<file path="config.mk">
export PLATFORM = sky130hd
export DESIGN_NAME = acq_channel_top
export DESIGN_NICKNAME = d
export VERILOG_FILES = /design/src/source/acq_cfg_pkg.sv /design/src/source/acq_rec_pkg.sv /design/src/source/acq_cfg_regs.sv /design/src/source/acq_sequencer.sv /design/src/source/acq_burst_mux.sv /design/src/source/acq_channel_top.sv
export SDC_FILE = /design/constraint.sdc
export NUM_CORES = 1
export LEC_CHECK = 0
export BUFFER_PORTS_ARGS = -buffer_cell sky130_fd_sc_hd__buf_2
export CAP_MARGIN = 10
export CORE_ASPECT_RATIO = 0.7
export CORE_MARGIN = 2
export CORE_UTILIZATION = 58
export CTS_BUF_LIST = sky130_fd_sc_hd__clkbuf_16
export CTS_CLUSTER_DIAMETER = 50
export DETAILED_ROUTE_END_ITERATION = 8
export PLACE_DENSITY = 0.81
export SLEW_MARGIN = 0
export SYNTH_ARGS = -nofsm -noshare
export SYNTH_HDL_FRONTEND = slang
export SYNTH_SLANG_ARGS = --single-unit
</file>
<file path="constraint.sdc">
create_clock -name clk -period 5 [get_ports clk]
set_input_delay 0.75 -clock clk [delete_from_list [all_inputs] [get_ports clk]]
set_output_delay 0.75 -clock clk [all_outputs]
set_load 0.02 [all_outputs]
</file>
<file path="src/source/acq_cfg_pkg.sv">
package acq_cfg_pkg;

    ////////////////////////////////////////
    // configuration vector types

    typedef logic [2:0]  cfg_addr_t;        // register address
    typedef logic [31:0] cfg_data_t;        // register write data
    typedef logic [11:0] chan_tag_t;        // channel tag, goes into both headers
    typedef logic [1:0]  fill_type_t;       // fill type from the acq enable pins
    typedef logic [13:0] burst_cnt_t;       // 8-sample bursts per waveform
    typedef logic [15:0] pre_trig_t;        // pre-trigger count in adc pairs
    typedef logic [22:0] ddr_adr_t;         // ddr3 burst address, 8 words per burst
    typedef logic [23:0] fill_num_t;        // running fill number

    ////////////////////////////////////////
    // register map

    localparam cfg_addr_t cfg_adr_tag     = 3'd0;   // channel tag
    localparam cfg_addr_t cfg_adr_type    = 3'd1;   // fill type
    localparam cfg_addr_t cfg_adr_bursts  = 3'd2;   // bursts per waveform
    localparam cfg_addr_t cfg_adr_pretrig = 3'd3;   // pre-trigger count
    localparam cfg_addr_t cfg_adr_base    = 3'd4;   // base address, restarts chain

    // addresses 5 to 7 are unused, writes there are dropped

endpackage

</file>
<file path="src/source/acq_rec_pkg.sv">
package acq_rec_pkg;

    ////////////////////////////////////////
    // record word types

    typedef logic [131:0] rec_word_t;       // tag plus payload, one fifo word
    typedef logic [127:0] payload_t;        // payload, also the checksum width
    typedef logic [25:0]  adc_pair_t;       // {smp1, ovr1, smp0, ovr0}
    typedef logic [3:0]   alarm_t;          // xadc alarm bits

    ////////////////////////////////////////
    // content tags, top nibble of each word

    localparam logic [3:0] tag_fill_hdr = 4'd1;
    localparam logic [3:0] tag_wave_hdr = 4'd2;
    localparam logic [3:0] tag_data     = 4'd3;
    localparam logic [3:0] tag_checksum = 4'd4;

    // header marker in payload bits 127:126
    // sign-extended data only ever has 00 or 11 there
    localparam logic [1:0] hdr_mark = 2'b01;

    // bit 0 is the format bit (26), bit 1 the cbuf flag (103)
    localparam logic [1:0] fill_fmt_cbuf = 2'b10;

    // fill header, waveform header and checksum
    localparam int unsigned rec_overhead = 3;

    ////////////////////////////////////////
    // sequencer states

    typedef enum logic [2:0] {
        s_idle,                             // waiting for fill_start
        s_fill_hdr,                         // one cycle, fill header
        s_wave_hdr,                         // one cycle, waveform header
        s_data,                             // one burst per adc_valid
        s_checksum                          // one cycle, checksum word
    } seq_state_t;

endpackage

</file>
<file path="src/source/acq_cfg_regs.sv">
`timescale 1ns/1ps

module acq_cfg_regs (
    input  logic                    clk,
    input  logic                    arst_n,
    input  logic                    cfg_wr,         // one-cycle write strobe
    input  acq_cfg_pkg::cfg_addr_t  cfg_addr,
    input  acq_cfg_pkg::cfg_data_t  cfg_wdata,
    output acq_cfg_pkg::chan_tag_t  chan_tag,
    output acq_cfg_pkg::fill_type_t fill_type,
    output acq_cfg_pkg::burst_cnt_t num_bursts,
    output acq_cfg_pkg::pre_trig_t  pre_trig,
    output acq_cfg_pkg::ddr_adr_t   base_adr,
    output logic                    base_load       // pulse, new base in place
);

    ////////////////////////////////////////
    // write decode

    logic wr_tag;
    logic wr_type;
    logic wr_bursts;
    logic wr_pretrig;
    logic wr_base;

    assign wr_tag     = cfg_wr && (cfg_addr == acq_cfg_pkg::cfg_adr_tag);
    assign wr_type    = cfg_wr && (cfg_addr == acq_cfg_pkg::cfg_adr_type);
    assign wr_bursts  = cfg_wr && (cfg_addr == acq_cfg_pkg::cfg_adr_bursts);
    assign wr_pretrig = cfg_wr && (cfg_addr == acq_cfg_pkg::cfg_adr_pretrig);
    assign wr_base    = cfg_wr && (cfg_addr == acq_cfg_pkg::cfg_adr_base);

    ////////////////////////////////////////
    // configuration registers

    always_ff @(posedge clk or negedge arst_n) begin
        if (!arst_n) begin
            chan_tag   <= '0;
            fill_type  <= '0;
            num_bursts <= '0;
            pre_trig   <= '0;
            base_adr   <= '0;
            base_load  <= 1'b0;
        end else begin
            if (wr_tag)
                chan_tag <= cfg_wdata[11:0];        // low bits only
            if (wr_type)
                fill_type <= cfg_wdata[1:0];
            if (wr_bursts)
                num_bursts <= cfg_wdata[13:0];      // zero means headers and checksum only
            if (wr_pretrig)
                pre_trig <= cfg_wdata[15:0];
            if (wr_base)
                base_adr <= cfg_wdata[22:0];
            // same edge as base_adr, so the sequencer sees the new value with it
            base_load <= wr_base;
        end
    end

endmodule

</file>
<file path="src/source/acq_sequencer.sv">
`timescale 1ns/1ps

module acq_sequencer (
    input  logic                    clk,
    input  logic                    arst_n,
    input  logic                    fill_start,     // pulse, taken only when idle
    input  logic                    adc_valid,      // fresh burst on dat0..dat3
    input  acq_cfg_pkg::burst_cnt_t num_bursts,
    input  acq_cfg_pkg::ddr_adr_t   base_adr,
    input  logic                    base_load,
    output logic                    sel_fill_hdr,
    output logic                    sel_wave_hdr,
    output logic                    sel_dat,
    output logic                    sel_checksum,
    output acq_cfg_pkg::fill_num_t  fill_num,
    output acq_cfg_pkg::ddr_adr_t   burst_adr,      // fill header address
    output acq_cfg_pkg::ddr_adr_t   wave_adr,       // first waveform burst
    output logic                    busy
);

    acq_rec_pkg::seq_state_t state;
    acq_rec_pkg::seq_state_t state_nxt;
    acq_cfg_pkg::burst_cnt_t burst_cnt;         // accepted data bursts this fill
    acq_cfg_pkg::ddr_adr_t   next_adr;          // start of the next fill
    logic                    chk_out;           // checksum word on the output now
    logic                    start_ok;
    logic                    last_burst;

    assign start_ok   = fill_start && (state == acq_rec_pkg::s_idle) && !chk_out;
    assign last_burst = (burst_cnt == num_bursts - acq_cfg_pkg::burst_cnt_t'(1));

    ////////////////////////////////////////
    // fill state machine

    always_comb begin
        state_nxt = state;
        case (state)
            acq_rec_pkg::s_idle: begin
                if (start_ok)
                    state_nxt = acq_rec_pkg::s_fill_hdr;
            end
            acq_rec_pkg::s_fill_hdr: begin
                state_nxt = acq_rec_pkg::s_wave_hdr;
            end
            acq_rec_pkg::s_wave_hdr: begin
                if (num_bursts == '0)
                    state_nxt = acq_rec_pkg::s_checksum;    // empty waveform
                else
                    state_nxt = acq_rec_pkg::s_data;
            end
            acq_rec_pkg::s_data: begin
                if (adc_valid && last_burst)
                    state_nxt = acq_rec_pkg::s_checksum;
            end
            acq_rec_pkg::s_checksum: begin
                state_nxt = acq_rec_pkg::s_idle;
            end
            default: begin
                state_nxt = acq_rec_pkg::s_idle;
            end
        endcase
    end

    always_ff @(posedge clk or negedge arst_n) begin
        if (!arst_n) begin
            state   <= acq_rec_pkg::s_idle;
            chk_out <= 1'b0;
        end else begin
            state   <= state_nxt;
            chk_out <= sel_checksum;                // mux registers it, one cycle late
        end
    end

    // selects decode straight from state, dat also needs a burst present
    assign sel_fill_hdr = (state == acq_rec_pkg::s_fill_hdr);
    assign sel_wave_hdr = (state == acq_rec_pkg::s_wave_hdr);
    assign sel_dat      = (state == acq_rec_pkg::s_data) && adc_valid;
    assign sel_checksum = (state == acq_rec_pkg::s_checksum);

    // held through the cycle the checksum word leaves the mux
    assign busy = (state != acq_rec_pkg::s_idle) || chk_out;

    ////////////////////////////////////////
    // burst counter, fill counter, addresses

    always_ff @(posedge clk or negedge arst_n) begin
        if (!arst_n) begin
            burst_cnt <= '0;
            fill_num  <= '0;
            next_adr  <= '0;
        end else begin
            if (sel_wave_hdr)
                burst_cnt <= '0;                    // clear just before the data
            else if (sel_dat)
                burst_cnt <= burst_cnt + acq_cfg_pkg::burst_cnt_t'(1);

            if (sel_checksum)
                fill_num <= fill_num + acq_cfg_pkg::fill_num_t'(1);

            if (base_load)
                next_adr <= base_adr;               // restart the chain
            else if (sel_checksum)
                next_adr <= next_adr + acq_cfg_pkg::ddr_adr_t'(num_bursts)
                          + acq_cfg_pkg::ddr_adr_t'(acq_rec_pkg::rec_overhead);
        end
    end

    assign burst_adr = next_adr;
    assign wave_adr  = next_adr + acq_cfg_pkg::ddr_adr_t'(1);  // past the fill header

    ////////////////////////////////////////
    // checks

    a_burst_room: assert property (@(posedge clk) disable iff (!arst_n)
        sel_dat |-> burst_cnt < num_bursts)
        else $error("data burst beyond num_bursts");

    a_burst_total: assert property (@(posedge clk) disable iff (!arst_n)
        sel_checksum |-> burst_cnt == num_bursts)
        else $error("checksum before all data bursts were taken");

endmodule

</file>
<file path="src/source/acq_burst_mux.sv">
`timescale 1ns/1ps

module acq_burst_mux (
    input  logic                    clk,
    input  logic                    arst_n,
    input  acq_rec_pkg::adc_pair_t  dat0,           // oldest pair
    input  acq_rec_pkg::adc_pair_t  dat1,
    input  acq_rec_pkg::adc_pair_t  dat2,
    input  acq_rec_pkg::adc_pair_t  dat3,           // newest pair
    input  acq_cfg_pkg::chan_tag_t  chan_tag,
    input  acq_cfg_pkg::fill_type_t fill_type,
    input  acq_cfg_pkg::burst_cnt_t num_bursts,
    input  acq_cfg_pkg::pre_trig_t  pre_trig,
    input  acq_cfg_pkg::fill_num_t  fill_num,
    input  acq_cfg_pkg::ddr_adr_t   burst_adr,
    input  acq_cfg_pkg::ddr_adr_t   wave_adr,
    input  acq_rec_pkg::alarm_t     xadc_alarms,
    input  logic                    sel_fill_hdr,
    input  logic                    sel_wave_hdr,
    input  logic                    sel_dat,
    input  logic                    sel_checksum,
    output acq_rec_pkg::rec_word_t  rec_data,
    output logic                    rec_valid
);

    acq_rec_pkg::payload_t  fill_pl;            // fill header payload
    acq_rec_pkg::payload_t  wave_pl;            // waveform header payload
    acq_rec_pkg::payload_t  data_pl;            // eight packed samples
    acq_rec_pkg::payload_t  chk;                // running xor
    acq_rec_pkg::alarm_t    alarms_q;           // frozen at the fill header
    acq_rec_pkg::adc_pair_t pairs [4];
    logic                   sel_any;

    assign sel_any = sel_fill_hdr || sel_wave_hdr || sel_dat || sel_checksum;

    ////////////////////////////////////////
    // fill header

    assign fill_pl[23:0]    = fill_num;
    assign fill_pl[25:24]   = fill_type;
    assign fill_pl[26]      = acq_rec_pkg::fill_fmt_cbuf[0];    // format bit, 0 for cbuf
    assign fill_pl[40:27]   = num_bursts;
    assign fill_pl[52:41]   = pre_trig[11:0];                   // pre-trigger low part
    assign fill_pl[75:53]   = burst_adr;
    assign fill_pl[98:76]   = 23'd1;                            // one waveform per cbuf fill
    assign fill_pl[102:99]  = pre_trig[15:12];                  // pre-trigger high part
    assign fill_pl[103]     = acq_rec_pkg::fill_fmt_cbuf[1];    // cbuf flag
    assign fill_pl[109:104] = '0;
    assign fill_pl[121:110] = chan_tag;
    assign fill_pl[125:122] = '0;
    assign fill_pl[127:126] = acq_rec_pkg::hdr_mark;

    ////////////////////////////////////////
    // waveform header

    assign wave_pl[13:0]    = num_bursts;
    assign wave_pl[25:14]   = pre_trig[11:0];
    assign wave_pl[51:26]   = {wave_adr, 3'b000};               // 16-bit word address
    assign wave_pl[74:52]   = '0;                               // waveform index, always 0 here
    assign wave_pl[97:75]   = '0;
    assign wave_pl[109:98]  = chan_tag;
    assign wave_pl[113:110] = alarms_q;
    assign wave_pl[125:114] = '0;
    assign wave_pl[127:126] = acq_rec_pkg::hdr_mark;

    ////////////////////////////////////////
    // data packing

    assign pairs[0] = dat0;
    assign pairs[1] = dat1;
    assign pairs[2] = dat2;
    assign pairs[3] = dat3;

    // drop the over-range bits, sign-extend 12 to 16 bits, oldest in the low word
    always_comb begin
        for (int i = 0; i < 4; i++) begin
            data_pl[32*i +: 12]      = pairs[i][12:1];          // earlier sample
            data_pl[32*i + 12 +: 4]  = {4{pairs[i][12]}};
            data_pl[32*i + 16 +: 12] = pairs[i][25:14];         // later sample
            data_pl[32*i + 28 +: 4]  = {4{pairs[i][25]}};
        end
    end

    ////////////////////////////////////////
    // checksum and alarm latch

    always_ff @(posedge clk) begin
        if (sel_fill_hdr) begin
            chk      <= fill_pl;                    // seed with the fill header
            alarms_q <= xadc_alarms;                // stable for the header and checksum
        end else if (sel_wave_hdr) begin
            chk <= chk ^ wave_pl;
        end else if (sel_dat) begin
            chk <= chk ^ data_pl;
        end
    end

    ////////////////////////////////////////
    // output register

    always_ff @(posedge clk) begin
        if (sel_fill_hdr)
            rec_data <= {acq_rec_pkg::tag_fill_hdr, fill_pl};
        else if (sel_wave_hdr)
            rec_data <= {acq_rec_pkg::tag_wave_hdr, wave_pl};
        else if (sel_dat)
            rec_data <= {acq_rec_pkg::tag_data, data_pl};
        else if (sel_checksum)
            rec_data <= {acq_rec_pkg::tag_checksum, chk};   // covers every word before it
    end

    always_ff @(posedge clk or negedge arst_n) begin
        if (!arst_n)
            rec_valid <= 1'b0;
        else
            rec_valid <= sel_any;
    end

    // chk has taken in the waveform header and every burst before it leaves
    a_chk_after_payload: assert property (@(posedge clk) disable iff (!arst_n)
        sel_checksum |-> $past(sel_wave_hdr || sel_dat))
        else $error("checksum select not right after the waveform header or a burst");

endmodule

</file>
<file path="src/source/acq_channel_top.sv">
`timescale 1ns/1ps

module acq_channel_top (
    input  logic                    clk,
    input  logic                    arst_n,
    input  logic                    cfg_wr,
    input  acq_cfg_pkg::cfg_addr_t  cfg_addr,
    input  acq_cfg_pkg::cfg_data_t  cfg_wdata,
    input  logic                    fill_start,
    input  logic                    adc_valid,
    input  acq_rec_pkg::adc_pair_t  dat0,
    input  acq_rec_pkg::adc_pair_t  dat1,
    input  acq_rec_pkg::adc_pair_t  dat2,
    input  acq_rec_pkg::adc_pair_t  dat3,
    input  acq_rec_pkg::alarm_t     xadc_alarms,
    output acq_rec_pkg::rec_word_t  rec_data,       // to the ddr3 write fifo
    output logic                    rec_valid,
    output logic                    busy
);

    ////////////////////////////////////////
    // internal wires

    acq_cfg_pkg::chan_tag_t  chan_tag;
    acq_cfg_pkg::fill_type_t fill_type;
    acq_cfg_pkg::burst_cnt_t num_bursts;
    acq_cfg_pkg::pre_trig_t  pre_trig;
    acq_cfg_pkg::ddr_adr_t   base_adr;
    logic                    base_load;
    logic                    sel_fill_hdr;
    logic                    sel_wave_hdr;
    logic                    sel_dat;
    logic                    sel_checksum;
    acq_cfg_pkg::fill_num_t  fill_num;
    acq_cfg_pkg::ddr_adr_t   burst_adr;
    acq_cfg_pkg::ddr_adr_t   wave_adr;

    acq_cfg_regs regs0 (
        .clk        (clk),
        .arst_n     (arst_n),
        .cfg_wr     (cfg_wr),
        .cfg_addr   (cfg_addr),
        .cfg_wdata  (cfg_wdata),
        .chan_tag   (chan_tag),
        .fill_type  (fill_type),
        .num_bursts (num_bursts),
        .pre_trig   (pre_trig),
        .base_adr   (base_adr),
        .base_load  (base_load)
    );

    acq_sequencer seq0 (
        .clk          (clk),
        .arst_n       (arst_n),
        .fill_start   (fill_start),
        .adc_valid    (adc_valid),
        .num_bursts   (num_bursts),
        .base_adr     (base_adr),
        .base_load    (base_load),
        .sel_fill_hdr (sel_fill_hdr),
        .sel_wave_hdr (sel_wave_hdr),
        .sel_dat      (sel_dat),
        .sel_checksum (sel_checksum),
        .fill_num     (fill_num),
        .burst_adr    (burst_adr),
        .wave_adr     (wave_adr),
        .busy         (busy)
    );

    acq_burst_mux mux0 (
        .clk          (clk),
        .arst_n       (arst_n),
        .dat0         (dat0),
        .dat1         (dat1),
        .dat2         (dat2),
        .dat3         (dat3),
        .chan_tag     (chan_tag),
        .fill_type    (fill_type),
        .num_bursts   (num_bursts),
        .pre_trig     (pre_trig),
        .fill_num     (fill_num),
        .burst_adr    (burst_adr),
        .wave_adr     (wave_adr),
        .xadc_alarms  (xadc_alarms),
        .sel_fill_hdr (sel_fill_hdr),
        .sel_wave_hdr (sel_wave_hdr),
        .sel_dat      (sel_dat),
        .sel_checksum (sel_checksum),
        .rec_data     (rec_data),
        .rec_valid    (rec_valid)
    );

endmodule

</file>
Word level (Yosys, flattened, before mapping)
Index checks and enable logic that the tools add are counted.
Word-level totals
  flip-flop bits (word level): 397
  word-level logic and storage cells: 80
Cells by class
  eq/ne operators: 11
  mux-type cells: 15
  reduce and logical (&&, ||, !) cells: 27
  $add $sub $neg: 6
  bitwise operators: 2
Operators with widths (number)
  130-bit 2-to-1 mux: 3
  128-bit 2-to-1 mux: 2
  122-bit 2-to-1 mux: 2
  128-bit by 127-bit XOR with 128-bit output: 1
  128-bit XOR: 1
  23-bit 2-to-1 mux: 2
  14-bit 2-to-1 mux: 2
  24-bit by 1-bit adder with 24-bit output (second input constant): 1
  23-bit by 1-bit adder with 23-bit output (second input constant): 1
  23-bit by 14-bit adder with 23-bit output: 1
  23-bit by 2-bit adder with 23-bit output (second input constant): 1
  14-bit by 1-bit adder with 14-bit output (second input constant): 1
  14-bit == test: 1
  14-bit logical NOT: 1
  14-bit by 1-bit subtractor with 14-bit output (second input constant): 1
  3-bit by 2-bit == test with 1-bit output (second input constant): 4
  3-bit case mux with 4 select lines: 1
  1-bit logical AND: 9
  3-bit 2-to-1 mux: 3
  3-bit nonzero test: 3
  3-bit by 1-bit == test with 1-bit output (second input constant): 2
  3-bit == test (second input constant): 2
  3-bit logical NOT: 2
  2-bit nonzero test: 3
  other kinds (7): 11

Depth between registers and ports, before layout
Gate-level depths: netlist of run 1.
  depth after elaboration: 5
  depth in mapped cells: 12

By module
From an unflattened synthesis of run 1, not the netlist that was laid out.
Unflattened totals
  cell total of the unflattened synthesis: 1856
  area, all modules: 20674.8 um2
Modules (own cells, without submodules)
  acq_burst_mux: area an instance 13389.1 um2, times used 1, cells each 1166, seq. area each 7151.9 um2
  acq_sequencer: area an instance 4708.3 um2, times used 1, cells each 543, seq. area each 1626.6 um2
  acq_cfg_regs: area an instance 2577.5 um2, times used 1, cells each 147, seq. area each 1701.6 um2

Least setup slack after synthesis of run 1
OpenSTA, ideal clock, no wires.
  path type: input to register
  start point: in adc_valid
  end point: reg mux0.chk[0] (enable)
  data arrival time: 3187 ps
  buffers on the path: 1
  stages: 6
  slack: 1402 ps
  data required time: 4588 ps
  cell sequence: inv_1 -> a21o_1 -> inv_1 -> nor2_1 -> clkbuf_1 -> inv_1
Between the ends
  word-level cells in the longest chain between the ends: 2
Ends and longest elaborated chain
  from (decl): RTL line acq_channel_top.sv:10  | input logic adc_valid,
  1-bit logical AND: RTL line acq_sequencer.sv:77  | assign sel_dat = (state == acq_rec_pkg::s_data) && adc_valid;
  3-bit nonzero test (no line)
  to (signal assigned): RTL line acq_burst_mux.sv:89  | chk <= fill_pl;
  to (signal assigned): RTL line acq_burst_mux.sv:92  | chk <= chk ^ wave_pl;
  to (signal assigned): RTL line acq_burst_mux.sv:94  | chk <= chk ^ data_pl;
  to (decl): RTL line acq_burst_mux.sv:29  | acq_rec_pkg::payload_t chk;
Every way passes these cells.
A chain may end at the register's enable or synchronous reset.

Worst setup path after layout of run 1
  start point: reg regs0.num_bursts[7]
  end point: reg seq0.next_adr[20], in the netlist seq0.burst_adr[20]
Between the ends
  word-level cells in the longest chain between the ends: 4
Ends and longest elaborated chain
  from (decl): RTL line acq_cfg_regs.sv:11  | output acq_cfg_pkg::burst_cnt_t num_bursts,
  from (signal assigned): RTL line acq_cfg_regs.sv:49  | num_bursts <= cfg_wdata[13:0];
  23-bit by 14-bit adder with 23-bit output: RTL line acq_sequencer.sv:103  | next_adr <= next_adr + acq_cfg_pkg::ddr_adr_t'(num_bursts)
  23-bit by 2-bit adder with 23-bit output: RTL line acq_sequencer.sv:104  | + acq_cfg_pkg::ddr_adr_t'(acq_rec_pkg::rec_overhead);
  23-bit 2-to-1 mux: RTL line acq_sequencer.sv:102  | else if (sel_checksum)
  23-bit 2-to-1 mux: RTL line acq_sequencer.sv:100  | if (base_load)
  to (signal assigned): RTL line acq_sequencer.sv:101  | next_adr <= base_adr;
  to (signal assigned): RTL line acq_sequencer.sv:103
  to (decl): RTL line acq_sequencer.sv:24  | acq_cfg_pkg::ddr_adr_t next_adr;
Every way passes these cells. The select of a mux whose other input is x is not followed.

==> results of run 1 <==
[worst max-delay path, stage by stage, from the launching register on]
cell and delay, ps:
dfrtp_1 710, ha_1 340, ha_1 390, o211a_1 250
a211oi_1 340, nor3_1 130, o311ai_0 660, a21o_1 260
mux2i_1 190, nand3_1 90
[layout by cell type (no fill, tap or decap), types with 5 or more instances in the layout]
cell type	synthesis	final
buf_2	0	262
nand2_1	263	261
edfxtp_1	186	186
o21ai_0	168	168
nor2_1	149	147
dfrtp_1	134	134
xor2_1	117	117
a21oi_1	110	110
xnor2_1	99	99
dfxtp_1	77	77
mux2_2	65	65
a22oi_1	58	58
mux2i_1	43	43
clkbuf_16	0	41
nand3_1	38	38
a31oi_1	35	35
ha_1	33	33
inv_1	20	26
a221oi_1	23	23
buf_4	5	20
nand4_1	16	16
nor3_1	18	16
and3_1	13	13
clkinv_1	1	12
a21o_1	12	12
a222oi_1	12	12
and2_1	8	8
a21boi_0	8	8
nor4_1	5	5
a211oi_1	5	5
[kinds of logic after synthesis]
logic type	after synthesis
flip-flops	397
AND/OR/NAND/NOR	534
other	1
buffers and inverters	141
AO/OA/AOI/OAI	451
multiplexers	108
adder cells (fa/ha/maj)	34
XOR/XNOR	216
[registers in the layout, summed over array words and instances, names as in the netlist, named ones only]
| signal | flops |
|---|---|
| regs0.base_adr | 23 |
| seq0.burst_cnt | 14 |
| mux0.alarms_q | 4 |
| regs0.pre_trig | 16 |
| regs0.fill_type | 2 |
| mux0.rec_data | 131 |
| seq0.chk_out | 1 |
| seq0.state | 3 |
| seq0.burst_adr | 23 |
| regs0.base_load | 1 |
| seq0.fill_num | 24 |
| mux0.chk | 105 |
| regs0.chan_tag | 12 |
| mux0.rec_valid | 1 |
| regs0.num_bursts | 14 |
[worst max-delay path by stage]
| stage | startpoint | endpoint | slack [ps] |
|---|---|---|---|
| 5_1_grt | regs0.num_bursts[7] | seq0.burst_adr[20] | 1260 |
| 6_report | regs0.num_bursts[7] | seq0.burst_adr[20] | 1480 |
| 2_1_floorplan | adc_valid | mux0.chk[0] | 1400 |
| 3_3_place_gp | regs0.num_bursts[7] | seq0.burst_adr[20] | 1640 |
| 3_5_place_dp | seq0.state[0] | mux0.rec_data[49] | 1610 |
| 4_1_cts | regs0.num_bursts[7] | seq0.burst_adr[20] | 1560 |
[layout make-up]
cell class              instances  area [µm²]  area share
flip-flops and latches        397       10480      0.4677
well taps                     435       544.3     0.02429
clock buffers                  41        1026     0.04578
repair buffers                287        1553     0.06929
inverters                      22       90.09    0.004020
diodes                          1       2.502   0.0001117
multi-input cells            1344        8538      0.3810
clock inverters                31       175.2    0.007817
[Yosys cell counts (3+ instances only)]
| cell type | instances | area [µm²] |
|---|---|---|
| nand2_1 | 263 | 987.2 |
| edfxtp_1 | 186 | 5585 |
| o21ai_0 | 168 | 840.8 |
| nor2_1 | 149 | 559.3 |
| dfrtp_1 | 134 | 3353 |
| xor2_1 | 117 | 1025 |
| a21oi_1 | 110 | 550.5 |
| clkbuf_1 | 103 | 386.6 |
| xnor2_1 | 99 | 867.1 |
| dfxtp_1 | 77 | 1541 |
| mux2_2 | 65 | 732.0 |
| a22oi_1 | 58 | 435.4 |
| mux2i_1 | 43 | 430.4 |
| nand3_1 | 38 | 190.2 |
| a31oi_1 | 35 | 219.0 |
| ha_1 | 33 | 412.9 |
| a221oi_1 | 23 | 201.4 |
| inv_1 | 20 | 75.07 |
| nor3_1 | 18 | 90.09 |
| nand4_1 | 16 | 100.1 |
| and3_1 | 13 | 81.33 |
| a21o_1 | 12 | 90.09 |
| a222oi_1 | 12 | 120.1 |
| buf_1 | 10 | 37.54 |
| a21boi_0 | 8 | 60.06 |
| and2_1 | 8 | 50.05 |
| a211oi_1 | 5 | 37.54 |
| buf_4 | 5 | 37.54 |
| nor4_1 | 5 | 31.28 |
| nand2b_1 | 4 | 25.02 |
| nor2b_1 | 4 | 25.02 |
| o22ai_1 | 3 | 18.77 |
| o31ai_1 | 3 | 22.52 |
[metal layers]
layer  share of wire  wire [µm]  up-vias  global-route usage
li1                -          -     7135                   -
met1            0.42      23520     7780              0.4377
met2            0.45      25200      834              0.4961
met3           0.095       5318      112             0.06478
met4           0.030       1675        2              0.1092
met5         0.00020         11        -                   0
[power breakdown]
group | switching, mW | internal, mW
logic | 1.04 | 0.822
clock network | 1.27 | 1.54
registers | 0.573 | 4.02
total | 2.88 | 6.39
==> summary.md, run 1 <==
| Metric | Value |
|---|---|
| RSZ-0062 raised after global routing | no |
| RR Endpoint | seq0.burst_adr[20] |
| Yosys cell types | 59 |
| Post-synthesis xor/xnor area fraction | 0.09686 |
| CTS root buffer | clkbuf_16 |
| Arrival @ worst endpoint | 3920 ps |
| Routed WL | 55730 µm |
| Grt total ovfl | 0 |
| Initial Util | 0.5856 |
| Final Cycle Share | 0.7040 |
| Placed Cells incl. Taps | 2485 |
| Design area | 22410 µm² |
| Synthesized instance count | 1882 |
| Cell Area, Synth | 19530 µm² |
| Synth warn | 0 |
| Bufs on Longest Clock Path | 3 |
| Antenna-violating nets left | 0 |
| Largest net degree at the start of global routing | 114 |
| Worst slew margin | 0.3334 |
| Number of fill cells | 2533 |
| GR Util All Layers | 0.3149 |
| Placed Instance Area | 21210 µm² |
| Post-synthesis simple-gate area fraction | 0.1170 |
| Nets | 2273 |
| Status | finished, final reports clean |
| Post-DP HPWL | 38120 µm |
| Sink Count | 397 |
| CTS Hold Buffers Added | 0 |
| Post-synthesis average cell area | 10.38 µm² |
| Seq/Total Area, Yosys | 0.5366 |
| FMAX | 284.1 MHz |
| Pwr per Cell Area | 413.7 nW/µm² |
| Core area | 33350 µm² |
| Min Hold Slack | 89.66 ps |
| Routed len/inst | 21.79 µm |
| Tot Pwr | 9.271 mW |
| Drc violations | 0 |
| Non-filler instance count after layout | 2558 |
| Min cycle time layout | 3520 ps |
| Worst reg2reg setup slack | 1480 ps |
| Worst Tran Pin Value | 997.5 ps |
| Maximum VDD drop | 0.2353 mV |
| Fin Setup TNS | 0 ps |
| Mux share of post-synthesis cell area | 0.05951 |
| Main combinational cell family by area after synthesis | compound AO/OA/AOI/OAI gates |
| Crit Path Class | reg2reg |
| EDFF count, synth | 186 |
| Vias | 15860 |
| Leakage Power | 9.378 nW |
| Die footprint | 35180 µm² |
| Die W | 223.3 µm |
| CTS tree | built |
| Setup Slack @ Placement | 1608 ps |
| Utilization after layout | 0.6719 |
| R2r worst-path depth | 9 |
| Post-synthesis adder-cell area fraction | 0.02217 |
| Layout cells sized above 1 | 0.1989 |
| Area grow syn2layout | 14.73% |
| Critical Path End Type | flop |
| Initial antenna violation count | 2 |
| Clock H-tree levels | 2 |
| First DRT Iteration DRCs | 1832 |
| PnR worst setup slack | 1480 ps |
| Max_cap viols | 0 |
| Async SR Flop Fraction | 0.3375 |
| Std-Cell Rows | 56 |
| Vias in the first global route | 15620 |
| Required @ worst endpoint | 5400 ps |
| Syn Nets | 2064 |
| DR pass1 iterations | 8 |
| Post-CTS sizing | 0 |
| CTS clock-pin slew for the worst setup and hold paths | 60 ps |
| Synth Area in Compound Gates | 0.1393 |
| CTS Buf Count | 39 |
| Clock latency at the later pin of the worst-skew pair | 550 ps |
| Routability cong. | 0.9181 |
| Final slew viol count | 0 |
| Worst Skew | 32.68 ps |
| Worst Path Max Fanout | 10 |
| Post-CTS Setup Inserts | 0 |
| First-pass GRT wire length | 86360 µm |
| Hold Path Class | in2async |
| Yosys reg bits | 397 |
| Ports | 282 |
| Final hold vios | 0 |
| Port Buf Inserts | 263 |
| Vias/cell | 6.201 |
| Startpoint class of the critical path | flop |
| Chip Height | 157.5 µm |
| Final number of setup-violating endpoints | 0 |
| Reg2Reg Launch Point | regs0.num_bursts[7] |
| Top_reg_cell synth | edfxtp_1 |
(Power assumes the default switching activity.)
==> inputs of run 2 (changes only) <==
--- a/config.mk
+++ b/config.mk
@@ -9,11 +9,11 @@
 export CAP_MARGIN = 10
 export CORE_ASPECT_RATIO = 0.7
 export CORE_MARGIN = 2
-export CORE_UTILIZATION = 58
+export CORE_UTILIZATION = 52
 export CTS_BUF_LIST = sky130_fd_sc_hd__clkbuf_16
 export CTS_CLUSTER_DIAMETER = 50
 export DETAILED_ROUTE_END_ITERATION = 8
-export PLACE_DENSITY = 0.81
+export PLACE_DENSITY = 0.76
 export SLEW_MARGIN = 0
 export SYNTH_ARGS = -nofsm -noshare
 export SYNTH_HDL_FRONTEND = slang
==> constraint.sdc (replaced) <==
create_clock -name clk -period 3.2 [get_ports clk]
set_input_delay 0.48 -clock clk [delete_from_list [all_inputs] [get_ports clk]]
set_output_delay 0.48 -clock clk [all_outputs]
set_load 0.02 [all_outputs]
==> run 2 against run 1 <==
Net effect: sequential share of layout area decreased by 1.2 points; flip-flop and latch count unchanged; sequential power increased by 52%; non-clock buffer count increased by 39; clock skew decreased by 8.6 ps; cell area increased by 2.7%; critical path depth increased by 1; combinational power increased by 74%; fmax increased by 15%; setup slack got worse by 1300 ps; largest cell class unchanged; highest routed layer unchanged.
==> summary.md, run 2 (synthesis gave the netlist of run 1 again) <==
| Metric | Value |
|---|---|
| Layout cells sized above 1 | 0.2180 (+0.01914) |
| Min cycle time layout | 3064 ps (-455.7 ps) |
| Area grow syn2layout | 17.82% |
| Pwr per Cell Area | 659.1 nW/µm² (+59%) |
| Tot Pwr | 15.17 mW (+64%) |
| Worst slew margin | 0.4028 (+0.06938) |
| Antenna fix cells | 0 (-1) |
| Drc violations | 0 (unchanged) |
| Status | finished, final reports clean |
| DR pass1 iterations | 6 (-2) |
| Routed len/inst | 21.54 µm (-1.1%) |
| Worst Tran Pin Value | 895.8 ps (-101.7 ps) |
| Arrival @ worst endpoint | 3460 ps (-460 ps) |
| Max_cap viols | 0 (unchanged) |
| Initial antenna violation count | 2 (unchanged) |
| Ports | 282 (unchanged) |
| Utilization after layout | 0.6210 (-0.05092) |
| Routed WL | 57140 µm (+2.5%) |
| Routability cong. | 0.8856 (-3.5%) |
| Fin Setup TNS | 0 ps (unchanged) |
| Vias in the first global route | 15650 (+0.15%) |
| Core area | 37060 µm² (+11%) |
| Grt total ovfl | 0 (unchanged) |
| Antenna-violating nets left | 0 (unchanged) |
| Worst Skew | 24.05 ps (-8.636 ps) |
| CTS Buf Count | 41 (+5.1%) |
| Largest net degree at the start of global routing | 95 (-17%) |
| Slowest CP cell | a2111oi_1 |
| Max reg flops | 131 (unchanged) |
| Non-filler instance count after layout | 2653 (+3.7%) |
| First DRT Iteration DRCs | 1692 (-7.6%) |
| FMAX | 326.3 MHz (+15%) |
| Crit Path Class | reg2reg |
| Post-CTS Setup Inserts | 0 (unchanged) |
| Initial Util | 0.5270 (-0.05856) |
| Most frequent cells in the layout | buf_2, nand2_1, edfxtp_1, o21ai_0, nor2_1 |
| Sink Count | 397 (unchanged) |
| Biggest regs | mux0.rec_data (131), mux0.chk (105), seq0.fill_num (24) |
| Clock H-tree levels | 2 (unchanged) |
| Final Cycle Share | 0.9576 (+0.2536) |
| Commonest non-fill, non-tap cell in the layout | buf_2 |
| Worst Path Max Fanout | 3 (-7) |
| Buf+Inv Stages, Crit Path | 1 (+1) |
| CP cell instances | ha_1 -> ha_1 -> a21o_1 -> nand4_1 -> a211oi_2 -> o311ai_0 -> buf_4 -> a2111oi_1 -> xnor2_1 -> o21ai_0 |
| Vias/cell | 6.060 (-2.3%) |
| Vias | 16080 (+1.3%) |
| Bufs on Longest Clock Path | 3 (unchanged) |
| Startpoint class of the critical path | flop |
| Die W | 235.6 µm (+5.5%) |
| Std-Cell Rows | 59 (+5.4%) |
| Maximum VDD drop | 0.4242 mV (+80%) |
| Required @ worst endpoint | 3600 ps (-1800 ps) |
| Leakage Power | 9.650 nW (+2.9%) |
| Number of fill cells | 2949 (+16%) |
| Port Buf Inserts | 263 (unchanged) |
| First-pass GRT wire length | 88040 µm (+1.9%) |
| Delay-heaviest family, CP | compound AO/OA/AOI/OAI gates |
| CTS clock-pin slew for the worst setup and hold paths | 70 ps (about the same) |
| Placed Cells incl. Taps | 2576 (+3.7%) |
| Register with the most flip-flops | mux0.rec_data |
| Clock latency at the later pin of the worst-skew pair | 560 ps (about the same) |
| Chip Height | 166.2 µm (+5.5%) |
| CTS root buffer | clkbuf_16 |
| GR Util All Layers | 0.2857 (-0.02923) |
| RSZ-0062 raised after global routing | no |
| Final hold vios | 0 (unchanged) |
| Critical Path End Type | flop |
| CTS tree | built |
| Die footprint | 39150 µm² (+11%) |
| Nets | 2314 (+1.8%) |
| Crit-path most repeated cell | ha_1 |
| Post-DP HPWL | 39370 µm (+3.3%) |
| Final slew viol count | 0 (unchanged) |
| Largest stage delay, worst path | 520 ps (-190 ps) |
| Hold Path Class | in2reg |
| Final number of setup-violating endpoints | 0 (unchanged) |
## run 2: final timing paths
path | end | from | depth (start not counted) | slack [ps]
min in group asynchronous | regs0.base_adr[18] | arst_n | 2 | 430
max reg2reg | seq0.burst_adr[22] | seq0.burst_adr[2] | 10 | 140
max | seq0.burst_adr[22] | seq0.burst_adr[2] | 10 | 140
min | mux0.alarms_q[1] | xadc_alarms[1] | 1 | 100
min reg2reg | mux0.rec_data[128] | mux0.rec_data[128] | 2 | 470
max in group asynchronous | seq0.fill_num[1] | arst_n | 3 | 1890
## run 2: routing by layer
layer	GRT usage	vias to the layer above	share of wire
met2	0.4431	867	0.45
li1	-	7215	-
met4	0.09803	4	0.031
met5	0	-	0.00051
met3	0.05901	136	0.093
met1	0.4016	7854	0.43
## run 2: final cells by class
type | instances | area, µm² | area share
clock buffer | 42 | 1051 | 0.04567
timing repair buffer | 326 | 1886 | 0.08194
multi-input combinational | 1344 | 8554 | 0.3717
sequential | 397 | 10480 | 0.4554
tap | 488 | 610.6 | 0.02653
inverter | 22 | 95.09 | 0.004132
clock inverter | 34 | 335.3 | 0.01457
## run 2: what timing repair did
action | 4_1_cts | 5_1_grt
hold buffers | 1 | 0
endpoints found under the hold margin | 42 | 0
setup endpoints to repair | 0 | 3
resized for setup | 0 | 3
## run 2: report_power, final
| part | internal (mW) | switching (mW) |
|---|---|---|
| Combinational | 1.39 | 1.85 |
| Sequential | 6.29 | 0.683 |
| Clock | 2.83 | 2.13 |
| Total | 10.5 | 4.66 |
## run 2: stage by stage
stage                     hold slack [ps]  worst slack, ps  instance area (µm²)
after CTS                           82.10            77.43                23000
final                               97.11            135.6                23010
after detailed placement            444.0            108.2                21600
after global placement              432.7            177.6                21600
after global routing                88.49            15.78                23010
after floorplan                     184.4            57.24                19540
